File: src/test/imem.hex
// One 32-bit instruction word per line, word index 0 to 31 in order
// Word N holds addi xN, x0, N so every index reads back differently
00000013
00100093
00200113
00300193
00400213
00500293
00600313
00700393
00800413
00900493
00a00513
00b00593
00c00613
00d00693
00e00713
00f00793
01000813
01100893
01200913
01300993
01400a13
01500a93
01600b13
01700b93
01800c13
01900c93
01a00d13
01b00d93
01c00e13
01d00e93
01e00f13
01f00f93
File: src/design/fetch_pkg.sv
package fetch_pkg;

    // Address widths
    localparam int PC_WIDTH      = 32;           // Byte address
    localparam int PC_WORD_WIDTH = PC_WIDTH - 2; // Word address, low two bits implied

    // Instruction memory
    localparam int    IMEM_WORDS     = 32;
    localparam int    IMEM_IDX_WIDTH = $clog2(IMEM_WORDS); // Low word pc bits, wraps
    localparam string IMEM_FILE      = "/design/src/test/imem.hex";

    // Fetch starts here after reset
    localparam logic [PC_WORD_WIDTH-1:0] RESET_PC_WORD = '0;

    typedef logic [PC_WORD_WIDTH-1:0] pc_word_t;

    // Low two bits are always 11 without compressed support
    typedef logic [31:2] instr_t;

    // F1 to F2 stage register
    typedef struct packed {
        logic     valid;
        pc_word_t pc_word;
    } f1_to_f2_s;

    // F2 to decode stage register
    typedef struct packed {
        logic     valid;
        pc_word_t pc_word;
        instr_t   instr;
    } f2_to_d_s;

    // Flush pulse from execute with its new fetch target
    typedef struct packed {
        logic     flush;
        pc_word_t target;
    } redirect_s;

    // Fetch controller states
    typedef enum logic [1:0] {
        IDLE = 2'd0, // Out of reset, nothing issued yet
        RUN  = 2'd1, // One fetch per cycle
        HALT = 2'd2  // Enable dropped, pipe drains
    } fetch_state_e;

endpackage : fetch_pkg

File: src/design/fetch_ctrl.sv
`timescale 1ns/1ns

module fetch_ctrl (
    // Clock and reset
    input  logic                 i_clk,
    input  logic                 i_rst_n,

    // Levels from outside the front end
    input  logic                 i_fetch_en,
    input  logic                 i_stall,
    input  fetch_pkg::redirect_s i_redirect,

    // Strobes to the stages
    output logic                 o_issue, // F1 sends a new pc
    output logic                 o_load,  // F1 takes the redirect target
    output logic                 o_kill,  // F2 drops the item coming from F1
    output logic                 o_hold   // Everything freezes
);

    import fetch_pkg::*;

    fetch_state_e state_q;
    fetch_state_e state_d;

    logic flush;   // Redirect pulse seen this cycle
    logic running; // Registered state allows issue

    assign flush   = i_redirect.flush;
    assign running = (state_q == RUN);

    // Next state from the enable level only
    always_comb begin
        state_d = state_q;
        case (state_q)
            IDLE: begin
                if (i_fetch_en) begin
                    state_d = RUN; // First fetch one cycle later
                end
            end
            RUN: begin
                if (!i_fetch_en) begin
                    state_d = HALT; // Still issues on this edge
                end
            end
            HALT: begin
                if (i_fetch_en) begin
                    state_d = RUN; // Resume at next unissued pc
                end
            end
            default: begin
                state_d = IDLE;
            end
        endcase
    end

    // State register, frozen while stalled
    always_ff @(posedge i_clk) begin
        if (!i_rst_n) begin
            state_q <= IDLE;
        end else if (!i_stall) begin
            state_q <= state_d;
        end
    end

    // Stall is a pure level, no state of its own
    assign o_hold = i_stall;

    // Flush loads F1 and kills what F1 already holds
    // Stall wins so a held pipe never moves
    assign o_load = flush && !i_stall;
    assign o_kill = flush && !i_stall;

    // Issue in RUN only; on a flush cycle the loaded target is what gets issued
    // Outside RUN a flush just points the pc at the target
    assign o_issue = running && !i_stall;

endmodule : fetch_ctrl

File: src/design/fetch_imem.sv
`timescale 1ns/1ns

module fetch_imem (
    // Clock and reset
    input  logic                 i_clk,
    input  logic                 i_rst_n,

    // Strobes from the controller
    input  logic                 i_kill,
    input  logic                 i_hold,

    // From F1
    input  fetch_pkg::f1_to_f2_s i_f1_to_f2,

    // To decode
    output fetch_pkg::f2_to_d_s  o_f2_to_d
);

    import fetch_pkg::*;

    // Instruction memory, stands in for a cache
    logic [31:0] imem [IMEM_WORDS];

    logic [IMEM_IDX_WIDTH-1:0] rd_idx; // Wraps at memory size
    logic [31:0]               rd_word;

    logic     out_valid_q;
    pc_word_t out_pc_q;
    instr_t   out_instr_q;

    // Preloaded test program
    initial begin
        $readmemh(IMEM_FILE, imem);
    end

    // Word pc already lacks the byte offset bits
    assign rd_idx  = i_f1_to_f2.pc_word[IMEM_IDX_WIDTH-1:0];
    assign rd_word = imem[rd_idx];

    // Valid bit is the only control state here
    always_ff @(posedge i_clk) begin
        if (!i_rst_n) begin
            out_valid_q <= 1'b0;
        end else if (!i_hold) begin
            if (i_kill) begin
                out_valid_q <= 1'b0; // Item in F1 is from the wrong path
            end else begin
                out_valid_q <= i_f1_to_f2.valid;
            end
        end
    end

    // Registered read plus pc, one cycle latency
    always_ff @(posedge i_clk) begin
        if (!i_hold) begin
            out_pc_q    <= i_f1_to_f2.pc_word;
            out_instr_q <= rd_word[31:2]; // Bits 1:0 always 11
        end
    end

    assign o_f2_to_d = '{valid: out_valid_q, pc_word: out_pc_q, instr: out_instr_q};

endmodule : fetch_imem

File: src/design/fetch_pc_gen.sv
`timescale 1ns/1ns

module fetch_pc_gen (
    // Clock and reset
    input  logic                 i_clk,
    input  logic                 i_rst_n,

    // Strobes from the controller
    input  logic                 i_issue,
    input  logic                 i_load,
    input  logic                 i_hold,

    // Redirect target, used on load
    input  fetch_pkg::pc_word_t  i_target,

    // To F2
    output fetch_pkg::f1_to_f2_s o_f1_to_f2
);

    import fetch_pkg::*;

    pc_word_t pc_q;     // Next unissued word pc
    pc_word_t pc_d;
    pc_word_t issue_pc; // Word pc sent to F2 this cycle

    logic     f1_valid_q;
    pc_word_t f1_pc_q;

    // Target replaces the counter on a flush
    assign issue_pc = i_load ? i_target : pc_q;

    // Counter advance
    always_comb begin
        pc_d = pc_q;
        if (i_load) begin
            if (i_issue) begin
                pc_d = i_target + pc_word_t'(1); // Target goes out now
            end else begin
                pc_d = i_target;                 // Target waits for RUN
            end
        end else if (i_issue) begin
            pc_d = pc_q + pc_word_t'(1);
        end
    end

    // Control state of F1
    always_ff @(posedge i_clk) begin
        if (!i_rst_n) begin
            pc_q       <= RESET_PC_WORD;
            f1_valid_q <= 1'b0;
        end else if (!i_hold) begin
            pc_q       <= pc_d;
            f1_valid_q <= i_issue; // Covers load while running too
        end
    end

    // Payload, no reset
    always_ff @(posedge i_clk) begin
        if (!i_hold) begin
            f1_pc_q <= issue_pc;
        end
    end

    assign o_f1_to_f2 = '{valid: f1_valid_q, pc_word: f1_pc_q};

endmodule : fetch_pc_gen

File: src/design/fetch_top.sv
`timescale 1ns/1ns

module fetch_top (
    // Clock and reset
    input  logic                 i_clk,
    input  logic                 i_rst_n,

    // Control levels
    input  logic                 i_fetch_en,
    input  logic                 i_stall,    // From decode and later
    input  fetch_pkg::redirect_s i_redirect, // From execute

    // To decode
    output fetch_pkg::f2_to_d_s  o_f2_to_d
);

    import fetch_pkg::*;

    // Controller strobes
    logic issue;
    logic load;
    logic kill;
    logic hold;

    // F1 stage register
    f1_to_f2_s f1_to_f2;

    // Stall and flush decided here only
    fetch_ctrl ctrl_i (
        .i_clk      (i_clk),
        .i_rst_n    (i_rst_n),
        .i_fetch_en (i_fetch_en),
        .i_stall    (i_stall),
        .i_redirect (i_redirect),
        .o_issue    (issue),
        .o_load     (load),
        .o_kill     (kill),
        .o_hold     (hold)
    );

    // F1, pc generation
    fetch_pc_gen pc_gen_i (
        .i_clk      (i_clk),
        .i_rst_n    (i_rst_n),
        .i_issue    (issue),
        .i_load     (load),
        .i_hold     (hold),
        .i_target   (i_redirect.target),
        .o_f1_to_f2 (f1_to_f2)
    );

    // F2, memory read
    fetch_imem imem_i (
        .i_clk      (i_clk),
        .i_rst_n    (i_rst_n),
        .i_kill     (kill),
        .i_hold     (hold),
        .i_f1_to_f2 (f1_to_f2),
        .o_f2_to_d  (o_f2_to_d)
    );

endmodule : fetch_top

File: config.mk
export PLATFORM = sky130hd
export DESIGN_NAME = fetch_top
export DESIGN_NICKNAME = d
export VERILOG_FILES = /design/src/design/fetch_pkg.sv /design/src/design/fetch_ctrl.sv /design/src/design/fetch_imem.sv /design/src/design/fetch_pc_gen.sv /design/src/design/fetch_top.sv
export SDC_FILE = /design/constraint.sdc
export NUM_CORES = 1
export LEC_CHECK = 0
export BUFFER_PORTS_ARGS = -buffer_cell sky130_fd_sc_hd__buf_2
export CORE_AREA = 2 2 149 108
export DETAILED_ROUTE_END_ITERATION = 12
export DIE_AREA = 0 0 151 110
export GPL_TIMING_DRIVEN = 1
export SYNTH_ARGS = -nofsm -noshare
export SYNTH_HDL_FRONTEND = slang
export SYNTH_HIERARCHICAL = 1
export SYNTH_SLANG_ARGS = --single-unit
File: constraint.sdc
create_clock -name i_clk -period 7.3 [get_ports i_clk]
set_input_delay 0.73 -clock i_clk [delete_from_list [all_inputs] [get_ports i_clk]]
set_output_delay 0.73 -clock i_clk [all_outputs]
set_load 0.005 [all_outputs]
# Word level (Yosys, flattened, before mapping)
# Index checks and enable logic that the tools add are counted.
totals:
  reg_bits: 124
  input_bits: 35
  output_inout_bits: 61
  wordCells: 30
op_classes:
  n_addsub: 2
  eq_ne: 4
  n_mux: 8
  n_bitwise: 1
  reduce_logical: 8
op_table:
  columns: ["cell", "n"]
  rows:
  - ["30-bit two-way mux", 4]
  - ["30-bit by 1-bit adder with 30-bit output (second input constant)", 2]
  - ["2-bit two-way mux", 2]
  - ["2-bit one-hot mux with 2 select lines", 1]
  - ["3-bit AND reduction", 1]
  - ["2-bit by 1-bit equality test with 1-bit output (second input constant)", 1]
  - ["2-bit equality test (second input constant)", 1]
  - ["1-bit logical AND", 2]
  - ["2-bit zero test", 1]
  - ["2-bit by 1-bit inequality test with 1-bit output (second input constant)", 1]
  - ["2-bit inequality test (second input constant)", 1]
  - ["2-bit AND reduction", 1]
  - ["2-bit nonzero test", 1]
  - ["2-bit OR reduction", 1]
  - ["1-bit zero test", 1]
  - ["1-bit two-way mux", 1]
  - ["1-bit inverter", 1]

# Depth between registers and ports, before layout
# Gate-level depths: netlist of the first run.
depth:
  word_depth: 4
  ltp_mapped: 9

# Cells and area by module
# Netlist of the first run, hierarchy kept.
modules_own_cells:
  columns: ["mod", "instances", "cells_per_inst", "area_per_inst_um2"]
  rows:
  - ["fetch_pc_gen", 1, 428, 3897.5]
  - ["fetch_imem", 1, 66, 1179.9]
  - ["fetch_ctrl", 1, 14, 125.1]

# Least setup slack after synthesis of the first run
# OpenSTA, ideal clock, no wires.
synth_path:
  kind: "input to register"
  start: "in i_stall"
  end: "reg pc_gen_i.pc_q[20]"
  setup_time_ps: 70
  t_arrival_ps: 2827
  t_required_ps: 7230
  setup_slack_ps: 4403
  path_stages: 7
  path_buffers: 2
  cell_sequence: "buf_4 clkbuf_1 inv_1 nand2_1 or4b_1 o211a_1 a21oi_1"
synth_via:
  elab_chain_cells: 4
synth_lines:
  columns: ["item", "line", "text"]
  rows:
  - ["start: declaration", "fetch_top.sv:10", "input logic i_stall,"]
  - ["1-bit zero test", null, null]
  - ["1-bit logical AND (on tied branches)", "fetch_ctrl.sv:75, fetch_ctrl.sv:70", null]
  - ["30-bit two-way mux or 2-bit nonzero test (tied branches)", null, null]
  - ["30-bit two-way mux or 2-bit AND reduction (tied branches)", null, null]
  - ["end signal: assignment", "fetch_pc_gen.sv:52", "pc_q <= pc_d;"]
  - ["end: declaration", "fetch_pc_gen.sv:22", "pc_word_t pc_q;"]
# Several ways; a longest one is shown, not always the timed one.
# A chain may end at the register's enable or synchronous reset.

# Worst setup path after layout of the first run
layout_path:
  start: "in i_stall"
  end: "reg pc_gen_i.pc_q[23]"
layout_via:
  elab_chain_cells: 4
layout_lines:
  columns: ["item", "line", "text"]
  rows:
  - ["1-bit zero test (*)", null, null]
  - ["1-bit logical AND (*)", "fetch_ctrl.sv:75", "assign o_issue = running && !i_stall;"]
  - ["net issue", "fetch_top.sv:20", "logic issue;"]
  - ["30-bit two-way mux or 2-bit nonzero test (tied branches)", null, null]
  - ["30-bit two-way mux or 2-bit AND reduction (tied branches)", null, null]
# The timed path passes the listed nets; every way through them passes the cells marked *.

==> results of run 1 <==
-- layer usage --
| metal | vias up | share of wire [%] | wire [um] |
|---|---|---|---|
| met1 | 2000 | 49 | 6220 |
| met3 | 10 | 6.9 | 876 |
| met2 | 176 | 44 | 5560 |
| met4 | 0 | 0.92 | 117 |
| met5 | - | 0 | 0 |
| li1 | 1941 | - | - |
-- cells in the mapped netlist (all sizes together), types with 4 or more instances --
cell type   n
xor2        4
a21oi      23
a31oi      16
o31a        4
nor4        9
or4         7
inv        13
edfxtp     60
a21o        4
nor3       23
mux2i       7
nand2      39
nor2b       4
xnor2      11
o21ai      27
nand4      13
mux2       24
o21a        4
and3        5
clkbuf     21
buf        41
o31ai       4
a211oi      6
nor2       29
dfxtp      34
nand3      21
-- state kept, by name (all words and copies together), names as in the netlist --
| register | flops |
|---|---|
| ctrl_i/state_q | 2 |
| pc_gen_i/f1_pc_q | 30 |
| pc_gen_i/f1_valid_q | 1 |
| imem_i/out_pc_q | 30 |
| pc_gen_i/pc_q | 30 |
| imem_i/out_valid_q | 1 |
-- worst min-delay path by stage --
stage                              startpoint                             to  slack [ps]  cells after the start
2_1_floorplan   pc_gen_i/f1_pc_q[0]$_DFFE_PN_   imem_i/out_pc_q[0]$_DFFE_PN_         400                      0
3_3_place_gp   pc_gen_i/f1_pc_q[15]$_DFFE_PN_  imem_i/out_pc_q[15]$_DFFE_PN_         400                      0
3_5_place_dp    pc_gen_i/f1_pc_q[5]$_DFFE_PN_   imem_i/out_pc_q[5]$_DFFE_PN_         400                      0
4_1_cts         pc_gen_i/f1_pc_q[9]$_DFFE_PN_   imem_i/out_pc_q[9]$_DFFE_PN_         420                      0
5_1_grt        pc_gen_i/f1_pc_q[24]$_DFFE_PN_  imem_i/out_pc_q[24]$_DFFE_PN_         430                      0
6_report       pc_gen_i/f1_pc_q[18]$_DFFE_PN_  imem_i/out_pc_q[18]$_DFFE_PN_         420                      0
-- layout by cell type (no fill, tap or decap), types with 5 or more instances in the layout --
| cell type | n |
|---|---|
| a211oi_1 | 6 |
| buf_2 | 65 |
| inv_1 | 13 |
| nor4_1 | 6 |
| and3_1 | 5 |
| mux2i_1 | 7 |
| a21oi_1 | 23 |
| clkbuf_16 | 9 |
| nor2_1 | 28 |
| xnor2_1 | 11 |
| dfxtp_1 | 34 |
| a31oi_1 | 16 |
| edfxtp_1 | 60 |
| nand2_1 | 39 |
| nand3_1 | 18 |
| o21ai_0 | 27 |
| nor3_1 | 20 |
| nand4_1 | 11 |
| buf_4 | 5 |
| conb_1 | 30 |
| mux2_2 | 24 |
| or4_1 | 6 |
-- stage by stage --
step	cells	power, W	utilization (%)	instance area (um^2)
final	761	0.00130	39.2	5920
after global routing	761	0.00135	39.2	5920
after CTS	761	0.00131	39.2	5920
after detailed placement	745	0.000745	36.8	5560
after global placement	745	0.000742	36.8	5560
after floorplan	537	0.000705	-	5310
-- cells by family after synthesis --
kind of cell | after synthesis
AO/OA/AOI/OAI | 117
XOR/XNOR | 15
adder cells (fa/ha/maj) | 2
buffers and inverters | 75
flip-flops | 94
multiplexers | 31
other | 1
AND/OR/NAND/NOR | 173
-- worst reg2reg max path: cells and delay by family (launching register included) --
family             cells  cell delay [ps]
AOI/OAI and AO/OA      3              720
DFF                    1              360
and+or+nand+nor        3             1740
-- power by group through the flow --
stage / registers [W] / logic [W] / clock network, W
4_1_cts: 0.000615 / 0.000119 / 0.000578
2_1_floorplan: 0.000624 / 0.0000812 / 0
3_5_place_dp: 0.000627 / 0.000118 / 0
5_1_grt: 0.000618 / 0.000132 / 0.000601
6_report: 0.000615 / 0.000118 / 0.000564
3_3_place_gp: 0.000626 / 0.000116 / 0
-- layout make-up --
cell class | count | share of cell area [%]
well taps | 200 | 4.23
flip-flops and latches | 94 | 41.9
repair buffers | 70 | 6.13
inverters | 13 | 0.824
clock inverters | 7 | 2.30
multi-input cells | 368 | 40.8
clock buffers | 9 | 3.80
==> impl_metrics.yaml, run 1 <==
status:
  outcome: "completed"
setup_path:
  critPathMaxStageDelay_ps: 830
  slowest_stage: "or4_1"
  arrival_ps: 3420
  worstPathRequired_ps: 7490
  critPathLaunch: "i_stall"
  reg2reg_from: "ctrl_i/state_q[0]$_SDFFE_PN0P_"
  cp-end-kind: "register"
  worstPathMaxFanout: 18
  crit_buf_inv: 1
  r2r_end: "pc_gen_i/pc_q[23]$_SDFFE_PN0P_"
  setup.worst_path.class: "in2reg"
  crit_chain: "buf_2, nor3b_4, nand4_4, or4_1, o311ai_0, a21boi_0, a31oi_1"
  crit_end: "pc_gen_i/pc_q[23]$_SDFFE_PN0P_"
  cp_top_family: "simple AND/OR/NAND/NOR gates"
  path_depth: 7
  reg2reg_slack_ps: 4310
  cp-start-kind: "input port"
  ff2ff_path_depth: 6
job:
  cap_viol_max_count: 0
finish:
  fin_nets: 593
  syn2layout_area_growth_pct: 13.8
  drive_above_1_share_pct: 23.9
  nFillCells: 1516
  multi_input_area_mm2: 0.00241
  ff_latch_area_mm2: 0.00248
  antenna_cells: 0
placed_design:
  gp_congestion: 0.876
  place_ws_ps: 3680
  port_buffers: 65
  hpwl_um: 8820
global_route:
  gr-usage-met3_pct: 3.50
  grt_pass1_wl_um: 20200
  grt_max_degree: 85
  grt-ovfl-total: 0
  grtUsageTotal_pct: 15.7
  grtUsageMet2_pct: 23.7
  grt_pass1_vias: 3832
  grtUsageMet1_pct: 22.8
  busiest_layer: "met2"
  antenna_found_initial: 0
power:
  seqPwrFrac_pct: 47.4
  power.internal_w: 0.00101
  clockPowerShare_pct: 43.5
  switchingPower_w: 0.000284
  p_per_area_mw_per_mm2: 219
  leakage_nw: 2.15
  combPwrFrac_pct: 9.1
  swShare_pct: 21.9
  ir_drop_mv: 0.106
synth:
  synthMuxAreaShare_pct: 6.54
  synth_cell_types: 68
  syn_area_mm2: 0.00520
  synth_compound_area_share_pct: 15.1
  ys_top_cells_by_area: "edfxtp_1 (35%), dfxtp_1 (13%), buf_4 (5.2%), mux2_2 (5.2%), nand2_1 (2.8%)"
  synthAdderAreaFrac_pct: 0.481
  synthSimpleGateAreaFrac_pct: 19.4
  ys_dominant_reg_cell: "edfxtp_1"
  yosys_warnings: 6
  synthCells: 508
  synth_seq_area_share_pct: 47.7
  syn_avg_cell_area_um2: 10.2
  yosys.area.top_type_share_pct: 34.6
  synth_edf_count: 60
  synthXorXnorAreaFrac_pct: 2.53
  synth_seq_cells: 94
  async_flop_share_pct: 0
  synth_top_family_by_area: "simple AND/OR/NAND/NOR gates"
  synth_top_area_cell: "edfxtp_1"
timing:
  rsz0062_at_grt: "false"
  hold_viol_final: 0
  max_slew_margin_pct: 39.8
  setup_viol: 0
  final.min_clock_period_ps: 3230
  setup_ws_ps: 4070
  finalSetupTns_ps: 0
  worstMarginPinSlew_ps: 894
  max_freq_ghz: 0.309
  drv_slew: 0
  finalCritPeriodShare_pct: 44.3
  hold_slack_ps: 419
  skew_ps: 9.29
clock_tree:
  cts_resized: 0
  clock_latency_ps: 340
  postCtsSetupBuffers: 0
  numCtsBuffers: 9
  cts.sinks: 94
  clk_pin_slew_worst_paths_ps: 60
  cts_tree: "done"
  cts_hold_buf: 0
  h-tree-depth: 3
  cts_buffer_depth: 2
  clockRootBuffer: "clkbuf_16"
floorplanning:
  start_util_pct: 34.4
  core-area_mm2: 0.0151
  die_w_um: 151
  dieHeight_um: 110
  num_rows: 38
  pin_count: 96
  dieArea_mm2: 0.0166
routing:
  drtAntennaViolNets: 0
  routedWlPerCell_um: 16.8
  drt_iter0_drc: 346
  first_pass_iters: 5
  vias: 4127
  drc: 0
  viasPerCell: 5.42
  routed_wl_um: 12800
min_path:
  hold_class: "reg2reg"
Note: power is estimated with default switching activity, not from simulation.
==> run 2: changes to the inputs <==
==> constraint.sdc (replaced) <==
create_clock -name i_clk -period 3.3 [get_ports i_clk]
set_input_delay 0.33 -clock i_clk [delete_from_list [all_inputs] [get_ports i_clk]]
set_output_delay 0.33 -clock i_clk [all_outputs]
set_load 0.005 [all_outputs]
==> run 2 against run 1 <==
Compared with the run above: first-iteration DRC count grew 34%; cell area is essentially flat; sequential cell count is the same; power grew 110%; count of clock-buffer cells in the layout is the same; critical path depth shrank 1; via count shrank 0.39%; register-to-register slack lost 3500 ps; non-clock buffer count grew 7; critical path type is now reg2reg; highest routed layer unchanged.
==> impl_metrics.yaml, run 2 (same netlist as run 1, synthesis figures left out) <==
power:
  p_per_area_mw_per_mm2: 460
  leakage_nw: 2.17
  ir_drop_mv: 0.235
floorplanning:
  dieArea_mm2: 0.0166
  pin_count: 96
  core-area_mm2: 0.0151
  die_w_um: 151
  dieHeight_um: 110
  start_util_pct: 34.4
  num_rows: 38
setup_path:
  worstPathRequired_ps: 3560
  arrival_ps: 2790
  slowest_stage: "or4_1"
  crit_chain: "nor3b_4, buf_4, o21ba_2, nand2b_1, or4_1, a41oi_1"
  crit_buf_inv: 1
  worstPathMaxFanout: 17
  cp-end-kind: "register"
  reg2reg_from: "ctrl_i/state_q[0]$_SDFFE_PN0P_"
  cp-start-kind: "register"
  r2r_end: "pc_gen_i/pc_q[18]$_SDFFE_PN0P_"
  reg2reg_slack_ps: 780
  cp_top_family: "simple AND/OR/NAND/NOR gates"
  ff2ff_path_depth: 6
  setup.worst_path.class: "reg2reg"
  critPathMaxStageDelay_ps: 580
clock_tree:
  h-tree-depth: 3
  postCtsSetupBuffers: 0
  cts_tree: "done"
  cts_hold_buf: 0
  cts_buffer_depth: 2
  clock_latency_ps: 350
  cts_resized: 0
  clk_pin_slew_worst_paths_ps: 60
  clockRootBuffer: "clkbuf_16"
  numCtsBuffers: 9
  cts.sinks: 94
global_route:
  grtUsageTotal_pct: 15.8
  grt_pass1_wl_um: 19800
  antenna_found_initial: 0
  grt_max_degree: 43
  grt-ovfl-total: 0
  grt_pass1_vias: 3658
routing:
  drt_iter0_drc: 465
  drc: 0
  first_pass_iters: 5
  met1_length_um: 6050
  routed_wl_um: 12700
  wl_met2_um: 5400
  highest_layer: "met4"
  viasPerCell: 5.35
  wl_met3_um: 1040
  drtAntennaViolNets: 0
  routedWlPerCell_um: 16.5
  vias: 4111
min_path:
  worstHoldEndpoint: "ctrl_i/state_q[1]$_SDFFE_PN0P_"
  hold_class: "in2reg"
  worstHoldStart: "i_fetch_en"
  hold_depth: 3
timing:
  rsz0062_at_grt: "false"
  worstMarginPinSlew_ps: 879
  final.min_clock_period_ps: 2520
  max_freq_ghz: 0.396
  setup_viol: 0
  skew_ps: 5.40
  max_slew_margin_pct: 41.3
  drv_slew: 0
  finalCritPeriodShare_pct: 76.5
  hold_viol_final: 0
  finalSetupTns_ps: 0
finish:
  fin_util_pct: 39.2
  fin_nets: 600
  syn2layout_area_growth_pct: 13.8
  design_area_mm2: 0.00592
  antenna_cells: 0
  layout_commonest_cell: "buf_2"
  largestRegisters: "imem_i/out_pc_q x30, pc_gen_i/f1_pc_q x30, pc_gen_i/pc_q x30"
  mostFrequentLayoutCells: "buf_2 (65), edfxtp_1 (60), nand2_1 (39)"
  drive_above_1_share_pct: 24.6
placed_design:
  place_area_mm2: 0.00561
  gp_congestion: 0.869
  port_buffers: 65
  hpwl_um: 8980
status:
  outcome: "completed"
job:
  cap_viol_max_count: 0
## run 2: worst max-delay path by stage
stage / start / endpoint / slack [ps] / cells after the start
2_1_floorplan: i_stall / pc_gen_i/pc_q[20]$_SDFFE_PN0P_ / 800 / 7
3_3_place_gp: i_stall / pc_gen_i/pc_q[19]$_SDFFE_PN0P_ / 730 / 7
3_5_place_dp: i_stall / pc_gen_i/pc_q[18]$_SDFFE_PN0P_ / 610 / 7
4_1_cts: ctrl_i/state_q[0]$_SDFFE_PN0P_ / pc_gen_i/pc_q[18]$_SDFFE_PN0P_ / 790 / 6
5_1_grt: pc_gen_i/pc_q[0]$_SDFFE_PN0P_ / pc_gen_i/pc_q[18]$_SDFFE_PN0P_ / 640 / 7
6_report: ctrl_i/state_q[0]$_SDFFE_PN0P_ / pc_gen_i/pc_q[18]$_SDFFE_PN0P_ / 780 / 6
## run 2: layout make-up
type / instances / area [um^2]
clock buffers: 9 / 225
clock inverters: 7 / 88.8
repair buffers: 77 / 415
flip-flops and latches: 94 / 2480
inverters: 13 / 48.8
well taps: 200 / 250
multi-input cells: 368 / 2410
fillers: 1516 / 9200
## run 2: stage by stage
stage,hold WS (ps),total power [W],std cells,setup slack (ps)
after CTS,254,0.00276,768,791
after floorplan,400,0.00156,537,803
after global routing,281,0.00284,768,643
after global placement,400,0.00164,752,730
final,264,0.00272,768,776
after detailed placement,405,0.00165,752,610
## run 2: metal layers
layer	vias to the layer above	GRT usage, %
li1	1962	-
met1	1951	23.0
met2	179	22.8
met3	19	3.83
met4	0	5.47
met5	-	0
## run 2: report_power, final
| group | internal, W | total (W) | switching, W |
|---|---|---|---|
| logic | 0.000104 | 0.000264 | 0.000161 |
| clock network | 0.000658 | 0.00110 | 0.000443 |
| registers | 0.00133 | 0.00136 | 0.0000341 |
## run 2: worst register-to-register path, cell delays in order (launching register included)
cell	delay, ps
dfxtp_1	380
nor3b_4	260
buf_4	260
o21ba_2	370
nand2b_1	370
or4_1	580
a41oi_1	220
==> run 3: changes to the inputs <==
==> constraint.sdc (replaced) <==
create_clock -name i_clk -period 2.44 [get_ports i_clk]
set_input_delay 0.244 -clock i_clk [delete_from_list [all_inputs] [get_ports i_clk]]
set_output_delay 0.244 -clock i_clk [all_outputs]
set_load 0.005 [all_outputs]
==> run 3 against run 2 <==
Compared with the run above: non-clock buffer count rose by 14; sequential share of layout area fell by 0.65 points; global-route usage rose by 0.81 points; count of clock-buffer cells in the layout rose by 1; critical path type unchanged; largest cell class unchanged.
==> impl_metrics.yaml, run 3 (same netlist as run 1, synthesis figures left out) <==
finish:
  fin_nets: 614
  drive_above_1_share_pct: 26.6
  mostFrequentLayoutCells: "buf_2 (65), edfxtp_1 (60), nand2_1 (39)"
  antenna_cells: 0
  largestRegisters: "imem_i/out_pc_q x30, pc_gen_i/f1_pc_q x30, pc_gen_i/pc_q x30"
  multi_input_area_mm2: 0.00241
  syn2layout_area_growth_pct: 15.6
  layout_commonest_cell: "buf_2"
  design_area_mm2: 0.00601
  ff_latch_area_mm2: 0.00248
  fin_util_pct: 39.8
  nFillCells: 1493
clock_tree:
  cts.sinks: 94
  clockRootBuffer: "clkbuf_16"
  numCtsBuffers: 9
  clk_pin_slew_worst_paths_ps: 60
  cts_buffer_depth: 2
  cts_tree: "done"
  postCtsSetupBuffers: 0
  cts_hold_buf: 0
  clock_latency_ps: 340
  h-tree-depth: 3
timing:
  setup_viol: 0
  skew_ps: 5.80
  drv_slew: 0
  finalSetupTns_ps: 0
  finalCritPeriodShare_pct: 93.2
  worstMarginPinSlew_ps: 621
  max_slew_margin_pct: 58.5
  rsz0062_at_grt: "false"
  final.min_clock_period_ps: 2270
  max_freq_ghz: 0.440
  hold_viol_final: 0
setup_path:
  cp_top_family: "simple AND/OR/NAND/NOR gates"
  slowest_stage: "or4_1"
  reg2reg_from: "ctrl_i/state_q[0]$_SDFFE_PN0P_"
  cp-end-kind: "register"
  cp-start-kind: "register"
  setup.worst_path.class: "reg2reg"
  reg2reg_slack_ps: 170
  worstPathRequired_ps: 2650
  crit_buf_inv: 1
  crit_chain: "nor3b_4, nand4_4, buf_4, or4_1, nor3_1, mux2i_1, a41oi_1"
  worstPathMaxFanout: 7
  arrival_ps: 2490
  r2r_end: "pc_gen_i/pc_q[18]$_SDFFE_PN0P_"
  ff2ff_path_depth: 7
  critPathMaxStageDelay_ps: 520
global_route:
  antenna_found_initial: 0
  grt-ovfl-total: 0
  grt_pass1_wl_um: 21300
  grtUsageTotal_pct: 16.6
  grt_max_degree: 49
  grt_pass1_vias: 4095
routing:
  viasPerCell: 5.40
  routed_wl_um: 13500
  first_pass_iters: 5
  drt_iter0_drc: 441
  drtAntennaViolNets: 0
  drc: 0
  vias: 4222
  routedWlPerCell_um: 17.3
floorplanning:
  num_rows: 38
  dieHeight_um: 110
  die_w_um: 151
  start_util_pct: 34.4
  core-area_mm2: 0.0151
  pin_count: 96
  dieArea_mm2: 0.0166
min_path:
  hold_depth: 3
  worstHoldStart: "i_fetch_en"
  hold_class: "in2reg"
  worstHoldEndpoint: "ctrl_i/state_q[1]$_SDFFE_PN0P_"
power:
  combPwrFrac_pct: 10.4
  p_per_area_mw_per_mm2: 603
  clockPowerShare_pct: 39.0
  seqPwrFrac_pct: 50.7
  ir_drop_mv: 0.347
  swShare_pct: 23.9
  power.internal_w: 0.00276
  leakage_nw: 2.23
  switchingPower_w: 0.000865
placed_design:
  place_area_mm2: 0.00571
  gp_congestion: 0.830
  port_buffers: 65
  hpwl_um: 9400
job:
  cap_viol_max_count: 0
status:
  outcome: "completed"
## run 3: what timing repair did
action / in CTS / in global routing
hold endpoints to repair: 0 / 0
setup endpoints to repair: 0 / 1
resized for setup: 0 / 1
## run 3: power groups by stage
stage | Sequential [W] | Clock, W | Combinational [W]
floorplan | 0.00187 | 0 | 0.000243
global placement | 0.00187 | 0 | 0.000364
detailed placement | 0.00187 | 0 | 0.000372
CTS | 0.00184 | 0.00145 | 0.000374
global route | 0.00185 | 0.00151 | 0.000416
finish | 0.00184 | 0.00141 | 0.000376
## run 3: metal layers
layer,global-route usage [%],up-vias,part of all wire [%]
met5,0,-,0
met4,4.81,0,1.4
met3,3.46,16,8.5
met2,25.2,214,43
met1,23.9,2003,47
li1,-,1989,-
## run 3: metrics by stage
| stage | cells | hold WS, ps | total power, W | worst slack (ps) |
|---|---|---|---|---|
| final | 782 | 184 | 0.00363 | 165 |
| after global routing | 782 | 193 | 0.00377 | 49.5 |
| after CTS | 782 | 171 | 0.00366 | 65.8 |
| after detailed placement | 766 | 405 | 0.00224 | 88.9 |
| after global placement | 766 | 402 | 0.00223 | 148 |
| after floorplan | 537 | 383 | 0.00211 | 28.7 |
## run 3: tightest hold or removal path: cells and delay by family
kind / cells / cell delay (ps)
buffers and inverters: 1 / 90
and+or+nand+nor: 2 / 150
## run 3: area by class of cell
| class | count | area share (%) |
|---|---|---|
| Clock buffer | 10 | 3.97 |
| Clock inverter | 6 | 0.999 |
| Timing Repair Buffer | 91 | 8.65 |
| Tap cell | 200 | 4.16 |
| Sequential cell | 94 | 41.3 |
| Inverter | 13 | 0.811 |
| Multi-Input combinational cell | 368 | 40.1 |
## run 3: worst max path at each step
stage                                                end                      startpoint  cells past startpoint
final                     pc_gen_i/pc_q[18]$_SDFFE_PN0P_  ctrl_i/state_q[0]$_SDFFE_PN0P_                      7
after global routing      pc_gen_i/pc_q[18]$_SDFFE_PN0P_  ctrl_i/state_q[0]$_SDFFE_PN0P_                      7
after CTS                 pc_gen_i/pc_q[23]$_SDFFE_PN0P_  ctrl_i/state_q[0]$_SDFFE_PN0P_                      6
after detailed placement  pc_gen_i/pc_q[23]$_SDFFE_PN0P_  ctrl_i/state_q[0]$_SDFFE_PN0P_                      6
after global placement    pc_gen_i/pc_q[23]$_SDFFE_PN0P_                         i_stall                      7
after floorplan           pc_gen_i/pc_q[20]$_SDFFE_PN0P_                         i_stall                      7
